<file path="config.mk">
export PLATFORM = sky130hd
export DESIGN_NAME = traffic_generator
export DESIGN_NICKNAME = d
export VERILOG_FILES = /design/src/tg_pkg.sv /design/src/tg_fifo.sv /design/src/tg_frame_parser.sv /design/src/tg_write_burst.sv /design/src/tg_reply_queue.sv /design/src/traffic_generator.sv
export SDC_FILE = /design/constraint.sdc
export NUM_CORES = 1
export LEC_CHECK = 0
export ABC_AREA = 1
export CAP_MARGIN = 20
export CORE_MARGIN = 1.5
export CORE_UTILIZATION = 40
export DETAILED_ROUTE_END_ITERATION = 8
export DONT_BUFFER_PORTS = 1
export PLACE_DENSITY_LB_ADDON = 0.2
export RECOVER_POWER = 100
export REMOVE_ABC_BUFFERS = 1
export SKIP_CTS_REPAIR_TIMING = 1
export SLEW_MARGIN = 30
export SYNTH_ARGS = -nofsm -noshare
export SYNTH_HDL_FRONTEND = slang
export SYNTH_SLANG_ARGS = --single-unit
</file>
<file path="constraint.sdc">
create_clock -name clk -period 4.7 [get_ports clk]
set_input_delay 0.705 -clock clk [delete_from_list [all_inputs] [get_ports clk]]
set_output_delay 0.705 -clock clk [all_outputs]
set_load 0.02 [all_outputs]
</file>
<file path="src/tg_pkg.sv">
package tg_pkg;

	// serial byte from the UART
	typedef logic [7:0] uart_byte_t;

	// one word of the controller write port
	typedef logic [31:0] mem_word_t;

	// command byte address
	typedef logic [29:0] byte_addr_t;

	// burst length field, word count minus one
	typedef logic [5:0] burst_len_t;

	// data bytes in one frame, 1 to 64
	typedef logic [6:0] frame_len_t;

	// frame delimiter
	localparam uart_byte_t start_byte = 8'hff;

	// reply bytes, "d" and "e"
	localparam uart_byte_t done_byte = 8'h64;
	localparam uart_byte_t error_byte = 8'h65;

	// longest frame the write port burst can take
	localparam int max_frame_len = 64;

	// controller instruction code for a plain write
	localparam logic [2:0] cmd_write = 3'b000;

endpackage

</file>
<file path="src/tg_fifo.sv">
`timescale 1ns/10ps

module tg_fifo #(
	parameter int width = 8,
	parameter int depth = 16
) (
	input logic clk,
	input logic reset,
	input logic push,
	input logic pop,
	input logic [width-1:0] din,
	output logic [width-1:0] dout,
	output logic empty,
	output logic full,
	output logic [$clog2(depth+1)-1:0] count
);
	localparam int aw = (depth > 1) ? $clog2(depth) : 1;
	localparam int cw = $clog2(depth + 1);

	logic [width-1:0] mem [depth];
	logic [aw-1:0] rd_ptr;
	logic [aw-1:0] wr_ptr;

	// head shown without a read cycle
	assign dout = mem[rd_ptr];
	assign empty = (count == '0);
	assign full = (count == cw'(depth));

	// storage
	always_ff @(posedge clk) begin
		if (push) begin
			mem[wr_ptr] <= din;
		end
	end

	// pointers wrap at depth, which need not be a power of two
	always_ff @(posedge clk) begin
		if (reset) begin
			rd_ptr <= '0;
			wr_ptr <= '0;
			count <= '0;
		end else begin
			if (push) begin
				wr_ptr <= (wr_ptr == aw'(depth - 1)) ? '0 : wr_ptr + 1'b1;
			end
			if (pop) begin
				rd_ptr <= (rd_ptr == aw'(depth - 1)) ? '0 : rd_ptr + 1'b1;
			end
			case ({push, pop})
				2'b10: count <= count + 1'b1;
				2'b01: count <= count - 1'b1;
				default: count <= count;
			endcase
		end
	end

	// callers own the flow control
	push_when_full: assert property (@(posedge clk) disable iff (reset) push |-> !full);
	pop_when_empty: assert property (@(posedge clk) disable iff (reset) pop |-> !empty);

endmodule

</file>
<file path="src/tg_frame_parser.sv">
`timescale 1ns/10ps

module tg_frame_parser #(
	parameter int data_depth = 64
) (
	input logic clk,
	input logic reset,
	input logic rx_done_tick,
	input tg_pkg::uart_byte_t rx_data_out,
	output logic data_push,
	output tg_pkg::mem_word_t data_word,
	input logic [$clog2(data_depth+1)-1:0] data_count,
	input logic desc_full,
	output logic desc_push,
	output tg_pkg::byte_addr_t desc_addr,
	output tg_pkg::frame_len_t desc_len,
	output logic reject_strobe
);
	import tg_pkg::*;

	typedef enum logic [1:0] {
		idle,
		address,
		length,
		payload
	} state_t;

	state_t state;
	byte_addr_t addr;
	frame_len_t len;
	frame_len_t cnt;
	logic [1:0] addr_cnt;
	logic accept;
	logic last_byte;

	// frame must fit both the descriptor queue and the free data space
	assign accept = (rx_data_out != '0) && (int'(rx_data_out) <= max_frame_len) &&
		!desc_full && (int'(rx_data_out) <= data_depth - int'(data_count));

	assign last_byte = (cnt == frame_len_t'(len - 1'b1));

	// descriptor fields stay put until the next frame's address bytes
	assign desc_addr = addr;
	assign desc_len = len;

	always_ff @(posedge clk) begin
		if (reset) begin
			state <= idle;
			addr_cnt <= '0;
			cnt <= '0;
			data_push <= 1'b0;
			desc_push <= 1'b0;
			reject_strobe <= 1'b0;
		end else begin
			data_push <= 1'b0;
			desc_push <= 1'b0;
			reject_strobe <= 1'b0;
			if (rx_done_tick) begin
				case (state)
					idle: begin
						// anything but the start byte is noise here
						if (rx_data_out == start_byte) begin
							state <= address;
							addr_cnt <= '0;
						end
					end
					address: begin
						addr_cnt <= addr_cnt + 1'b1;
						if (addr_cnt == 2'd3) begin
							state <= length;
						end
					end
					length: begin
						cnt <= '0;
						if (accept) begin
							state <= payload;
						end else begin
							reject_strobe <= 1'b1;
							state <= idle;
						end
					end
					payload: begin
						data_push <= 1'b1;
						cnt <= cnt + 1'b1;
						if (last_byte) begin
							desc_push <= 1'b1;
							state <= idle;
						end
					end
					default: state <= idle;
				endcase
			end
		end
	end

	// address shift, length and data word
	always_ff @(posedge clk) begin
		if (rx_done_tick) begin
			if (state == address) begin
				// top two bits of the first byte fall off
				addr <= {addr[21:0], rx_data_out};
			end
			if (state == length) begin
				len <= frame_len_t'(rx_data_out);
			end
			data_word <= mem_word_t'(rx_data_out);
		end
	end

endmodule

</file>
<file path="src/tg_write_burst.sv">
`timescale 1ns/10ps

module tg_write_burst (
	input logic clk,
	input logic reset,
	input logic desc_empty,
	input tg_pkg::byte_addr_t desc_addr,
	input tg_pkg::frame_len_t desc_len,
	output logic desc_pop,
	input logic data_empty,
	input tg_pkg::mem_word_t data_head,
	output logic data_pop,
	input logic wr_full,
	output logic wr_en,
	output tg_pkg::mem_word_t wr_data,
	input logic cmd_full,
	output logic cmd_en,
	output logic [2:0] cmd_instr,
	output tg_pkg::burst_len_t cmd_bl,
	output tg_pkg::byte_addr_t cmd_byte_addr,
	output logic done_strobe
);
	import tg_pkg::*;

	typedef enum logic [1:0] {
		idle,
		stream,
		command
	} state_t;

	state_t state;
	byte_addr_t addr;
	frame_len_t len;
	frame_len_t cnt;
	logic last_word;

	// one word per cycle while the write port has room
	assign wr_en = (state == stream) && !wr_full && !data_empty;
	assign data_pop = wr_en;
	assign wr_data = data_head;
	assign last_word = (cnt == frame_len_t'(len - 1'b1));

	// command goes out once the command FIFO has room
	assign cmd_en = (state == command) && !cmd_full;
	assign done_strobe = cmd_en;
	assign cmd_instr = cmd_write;
	assign cmd_bl = burst_len_t'(len - 1'b1);
	assign cmd_byte_addr = addr;

	always_ff @(posedge clk) begin
		if (reset) begin
			state <= idle;
			cnt <= '0;
			desc_pop <= 1'b0;
		end else begin
			desc_pop <= 1'b0;
			case (state)
				idle: begin
					cnt <= '0;
					if (!desc_empty) begin
						// head is latched now, popped next cycle
						desc_pop <= 1'b1;
						state <= stream;
					end
				end
				stream: begin
					if (wr_en) begin
						cnt <= cnt + 1'b1;
						if (last_word) begin
							state <= command;
						end
					end
				end
				command: begin
					if (cmd_en) begin
						state <= idle;
					end
				end
				default: state <= idle;
			endcase
		end
	end

	// frame descriptor
	always_ff @(posedge clk) begin
		if ((state == idle) && !desc_empty) begin
			addr <= desc_addr;
			len <= desc_len;
		end
	end

	// a zero or oversized length would wrap the word count
	desc_len_in_range: assert property (@(posedge clk) disable iff (reset)
		desc_pop |-> (len != '0) && (int'(len) <= max_frame_len));

endmodule

</file>
<file path="src/tg_reply_queue.sv">
`timescale 1ns/10ps

module tg_reply_queue #(
	parameter int reply_depth = 16
) (
	input logic clk,
	input logic reset,
	input logic done_strobe,
	input logic reject_strobe,
	input logic tx_busy,
	output logic tx_start_transmission,
	output tg_pkg::uart_byte_t tx_data_in
);
	import tg_pkg::*;

	logic pending_err;
	logic hold;
	logic reply_push;
	logic reply_empty;
	uart_byte_t reply_byte;

	// done byte wins a tie, the error follows a cycle later
	assign reply_push = done_strobe || reject_strobe || pending_err;
	assign reply_byte = done_strobe ? done_byte : error_byte;

	// hold gives the transmitter a cycle to raise tx_busy
	assign tx_start_transmission = !reply_empty && !tx_busy && !hold;

	always_ff @(posedge clk) begin
		if (reset) begin
			pending_err <= 1'b0;
			hold <= 1'b0;
		end else begin
			pending_err <= done_strobe && (reject_strobe || pending_err);
			hold <= tx_start_transmission;
		end
	end

	tg_fifo #(
		.width($bits(uart_byte_t)),
		.depth(reply_depth)
	) reply_fifo (
		.clk(clk),
		.reset(reset),
		.push(reply_push),
		.pop(tx_start_transmission),
		.din(reply_byte),
		.dout(tx_data_in),
		.empty(reply_empty),
		.full(),
		.count()
	);

	// a second reject before the carried one is pushed would be lost
	no_reject_while_pending: assert property (@(posedge clk) disable iff (reset)
		pending_err |-> !reject_strobe);

endmodule

</file>
<file path="src/traffic_generator.sv">
`timescale 1ns/10ps

module traffic_generator #(
	parameter int data_depth = 64,
	parameter int desc_depth = 4,
	parameter int reply_depth = 16
) (
	input logic clk,
	input logic reset,
	input logic rx_done_tick,
	input tg_pkg::uart_byte_t rx_data_out,
	input logic tx_busy,
	output logic tx_start_transmission,
	output tg_pkg::uart_byte_t tx_data_in,
	input logic wr_full,
	output logic wr_en,
	output tg_pkg::mem_word_t wr_data,
	input logic cmd_full,
	output logic cmd_en,
	output logic [2:0] cmd_instr,
	output tg_pkg::burst_len_t cmd_bl,
	output tg_pkg::byte_addr_t cmd_byte_addr
);
	import tg_pkg::*;

	// parser to data FIFO
	logic data_push;
	mem_word_t data_word;
	logic [$clog2(data_depth+1)-1:0] data_count;

	// data FIFO to write stage
	logic data_pop;
	logic data_empty;
	mem_word_t data_head;

	// descriptor queue
	logic desc_push;
	logic desc_pop;
	logic desc_full;
	logic desc_empty;
	byte_addr_t desc_addr;
	frame_len_t desc_len;
	byte_addr_t head_addr;
	frame_len_t head_len;

	// reply sources
	logic reject_strobe;
	logic done_strobe;

	tg_frame_parser #(
		.data_depth(data_depth)
	) parser (
		.clk(clk),
		.reset(reset),
		.rx_done_tick(rx_done_tick),
		.rx_data_out(rx_data_out),
		.data_push(data_push),
		.data_word(data_word),
		.data_count(data_count),
		.desc_full(desc_full),
		.desc_push(desc_push),
		.desc_addr(desc_addr),
		.desc_len(desc_len),
		.reject_strobe(reject_strobe)
	);

	tg_fifo #(
		.width($bits(mem_word_t)),
		.depth(data_depth)
	) data_fifo (
		.clk(clk),
		.reset(reset),
		.push(data_push),
		.pop(data_pop),
		.din(data_word),
		.dout(data_head),
		.empty(data_empty),
		.full(),
		.count(data_count)
	);

	// descriptor is address above length
	tg_fifo #(
		.width($bits(byte_addr_t) + $bits(frame_len_t)),
		.depth(desc_depth)
	) desc_fifo (
		.clk(clk),
		.reset(reset),
		.push(desc_push),
		.pop(desc_pop),
		.din({desc_addr, desc_len}),
		.dout({head_addr, head_len}),
		.empty(desc_empty),
		.full(desc_full),
		.count()
	);

	tg_write_burst writer (
		.clk(clk),
		.reset(reset),
		.desc_empty(desc_empty),
		.desc_addr(head_addr),
		.desc_len(head_len),
		.desc_pop(desc_pop),
		.data_empty(data_empty),
		.data_head(data_head),
		.data_pop(data_pop),
		.wr_full(wr_full),
		.wr_en(wr_en),
		.wr_data(wr_data),
		.cmd_full(cmd_full),
		.cmd_en(cmd_en),
		.cmd_instr(cmd_instr),
		.cmd_bl(cmd_bl),
		.cmd_byte_addr(cmd_byte_addr),
		.done_strobe(done_strobe)
	);

	tg_reply_queue #(
		.reply_depth(reply_depth)
	) replies (
		.clk(clk),
		.reset(reset),
		.done_strobe(done_strobe),
		.reject_strobe(reject_strobe),
		.tx_busy(tx_busy),
		.tx_start_transmission(tx_start_transmission),
		.tx_data_in(tx_data_in)
	);

endmodule

</file>
==> metrics <==
status complete, but fails checks; Slew HR -141%; port buffer count 0; Final Skew 35.8 ps; R2R cell count 5; Post-Syn Instances 2,967; HPWL Detailed 49,200 um; Max Freq 240 MHz; flops & latches, synth 833; first-pass GRT wire length 129,000 um; All-Layer GR Usage 19.7%; CP Launch Type register; Longest Clk Path Bufs 3; initial core utilization 40.6%; CTS tree done; worst reg2reg setup slack 900 ps; final setup vio count 0; I/O pins 96; Core Util, Final 45.1%; PD cells 422 nW/um^2; Hold Path Class input port to register; num rows 106; Final period util 88.7%; Worst Path Max Fanout 93; largest net degree at the start of global routing 155; worst skew pair latency 630 ps; die area 86,900 sq um; Routability Congestion 0.837; grt ovf 0; Reg clk slew, reported paths 60 ps; failing checks capacitance limit, slew limit; dpl cell area 35,100 sq um; DP Worst Slack 1340 ps; Crit Path Class register to output port; Synth-to-Final Area Change 11.0%; RR Endpoint desc_fifo.rd_ptr[0]; VDD IR max 0.243 mV; number of buffers created by CTS 88; Syn Area/Cell 11.5 sq um; CP arrival 3460 ps; Post-synth EDFFs 758; Yosys cell types 38; core area 84,000 sq um; H-tree depth 3; CP max-delay cell clkbuf_2; # DRC 0; routed length per instance 20.4 um; Syn. warnings 0; min cycle time layout 4170 ps; post-synthesis cell area 34,100 sq um; Critical Path End wr_data[2]; initial antenna violation count 1; fill count 7,581; final worst slack 530 ps; mean number of vias per cell 5.25; finished layout cell area 37,800 sq um; slowest stage delay, CP 690 ps; DRT Wirelength 84,900 um; crit path capture type output port; Hold Vio Cnt, Final 0; worst slew pin tran 3620 ps; layout cells sized above 1 5.10%; drt first pass iters 5; initial DRC count 1,921; vias in the first global route 21,300; RSZ-0062 raised after global routing false; Req. time, crit path 3990 ps; post-route ant nets 0; Die H 295 um; reg2reg start desc_fifo.rd_ptr[0]; max_cap viols 16; Synth Flop Type edfxtp_1; routed via count 21,800; Pleak 13.3 nW; CP cell instances inv_6 -> clkbuf_2 -> nand2_1 -> nand3_1 -> nand3_1 -> nand2_1 -> nand2_1 -> nand3_1 -> o211ai_1 -> nand2_1; fin nets 3,005; Slew Viols, Final 783; Die Wd 295 um; Root Driver clkbuf_16; ys async rst share 0%; total power 15.9 mW; most used cell, CP nand2_1; clock tree sinks 833; Seq/Total Area, Yosys 71.2%
## flip-flops by register name, summed over array words and instances, names as in the netlist, 3 cells and up, named ones only
name / count
data_fifo.mem: 512
desc_fifo.mem: 148
parser.desc_addr: 30
writer.cmd_byte_addr: 30
replies.reply_fifo.mem: 16
parser.data_word: 8
data_fifo.count: 7
parser.cnt: 7
parser.desc_len: 7
writer.cnt: 7
writer.len: 7
data_fifo.rd_ptr: 6
data_fifo.wr_ptr: 6
replies.reply_fifo.count: 5
replies.reply_fifo.rd_ptr: 4
replies.reply_fifo.wr_ptr: 4
desc_fifo.count: 3
## critical path: cells and delay by family (launching register included)
family / cells / cell delay (ps)
simple gates: 7 / 850
buf+inv: 2 / 1310
flops: 1 / 490
compound gates: 1 / 130
## per-layer routing
metal / vias to the layer above / GRT usage (%) / part of all wire [%]
met5: - / 0 / 0.012
met3: 147 / 3.53 / 6.3
met1: 10800 / 26.6 / 43
met4: 2 / 6.68 / 2.8
li1: 10300 / - / -
met2: 620 / 31.9 / 48
## placed cells by master, fill, tap and decap left out, drive strengths merged, types with 5 or more instances in the layout
cell type	instances
xnor2	6
conb	34
o211ai	19
clkbuf	129
xor2	11
nand2	770
bufinv	8
nor2	237
nand4	8
a21oi	77
buf	18
o21ai	127
edfxtp	758
a211oi	5
nand3	435
ha	37
clkinv	38
dfxtp	75
nor3	19
inv	144
o22ai	37
## stage by stage
| stage | hold WS, ps | cells | TNS, ps |
|---|---|---|---|
| 2_1_floorplan | 437 | 2824 | -43030 |
| 3_3_place_gp | 448 | 3993 | 0 |
| 4_1_cts | 112 | 4154 | 0 |
| 3_5_place_dp | 461 | 3994 | 0 |
| 5_1_grt | 112 | 4155 | 0 |
| 6_report | 148 | 4156 | 0 |
## final cells by class
cell class | instances | area (sq um) | area share [%]
Clock buffer | 110 | 2360 | 6.23
Inverter | 143 | 546 | 1.44
Antenna cell | 1 | 2.50 | 0.00662
Multi-Input combinational cell | 1848 | 8520 | 22.5
Sequential cell | 833 | 24300 | 64.2
Clock inverter | 50 | 463 | 1.22
Tap cell | 1134 | 1420 | 3.75
Timing Repair Buffer | 37 | 249 | 0.658
## cell usage after synthesis (2+ instances only)
| cell | n | share of area [%] |
|---|---|---|
| a211oi_1 | 5 | 0.11 |
| a21oi_1 | 77 | 1.1 |
| a31oi_1 | 2 | 0.037 |
| and2_1 | 2 | 0.037 |
| buf_1 | 23 | 0.25 |
| buf_2 | 70 | 1.0 |
| buf_4 | 35 | 0.77 |
| clkbuf_1 | 47 | 0.52 |
| conb_1 | 2 | 0.022 |
| dfxtp_1 | 75 | 4.4 |
| edfxtp_1 | 758 | 67 |
| fa_1 | 3 | 0.18 |
| ha_1 | 37 | 1.4 |
| inv_1 | 139 | 1.5 |
| inv_2 | 3 | 0.033 |
| mux2i_1 | 4 | 0.12 |
| nand2_1 | 768 | 8.5 |
| nand2_2 | 2 | 0.037 |
| nand3_1 | 435 | 6.4 |
| nand3b_1 | 2 | 0.044 |
| nand4_1 | 8 | 0.15 |
| nor2_1 | 237 | 2.6 |
| nor3_1 | 19 | 0.28 |
| nor3b_1 | 3 | 0.066 |
| nor4_1 | 2 | 0.037 |
| o211ai_1 | 19 | 0.42 |
| o21ai_0 | 126 | 1.9 |
| o21bai_1 | 2 | 0.044 |
| o22ai_1 | 37 | 0.68 |
| or2_2 | 2 | 0.037 |
| xnor2_1 | 6 | 0.15 |
| xor2_1 | 11 | 0.28 |
## how the worst min path moves through the flow
stage,startpoint,to,cells past startpoint
floorplan,parser.addr_cnt[1],parser.addr_cnt[1],2
finish,reset,desc_fifo.wr_ptr[0],1
detailed placement,parser.addr_cnt[1],parser.addr_cnt[1],2
global route,reset,parser.addr_cnt[1],1
CTS,reset,desc_fifo.wr_ptr[0],1
global placement,parser.addr_cnt[1],parser.addr_cnt[1],2
## report_power, final
group	leakage, nW	internal, mW	switching, mW
clock network	1.38	3.99	2.82
registers	7.42	8.25	0.131
logic	4.54	0.194	0.555
## kinds of logic (layout without fill, tap and decap cells)
family	Yosys count	in the layout	share of synthesized area (%)
simple gates	1481	1481	18.2
compound gates	272	272	4.37
buf+inv	318	340	4.15
fa+ha+maj	40	40	1.54
xor+xnor	17	17	0.437
other cells	2	35	0.0220
mux	4	4	0.118
flops	833	833	71.2
Note: power is estimated with default switching activity, not from simulation.
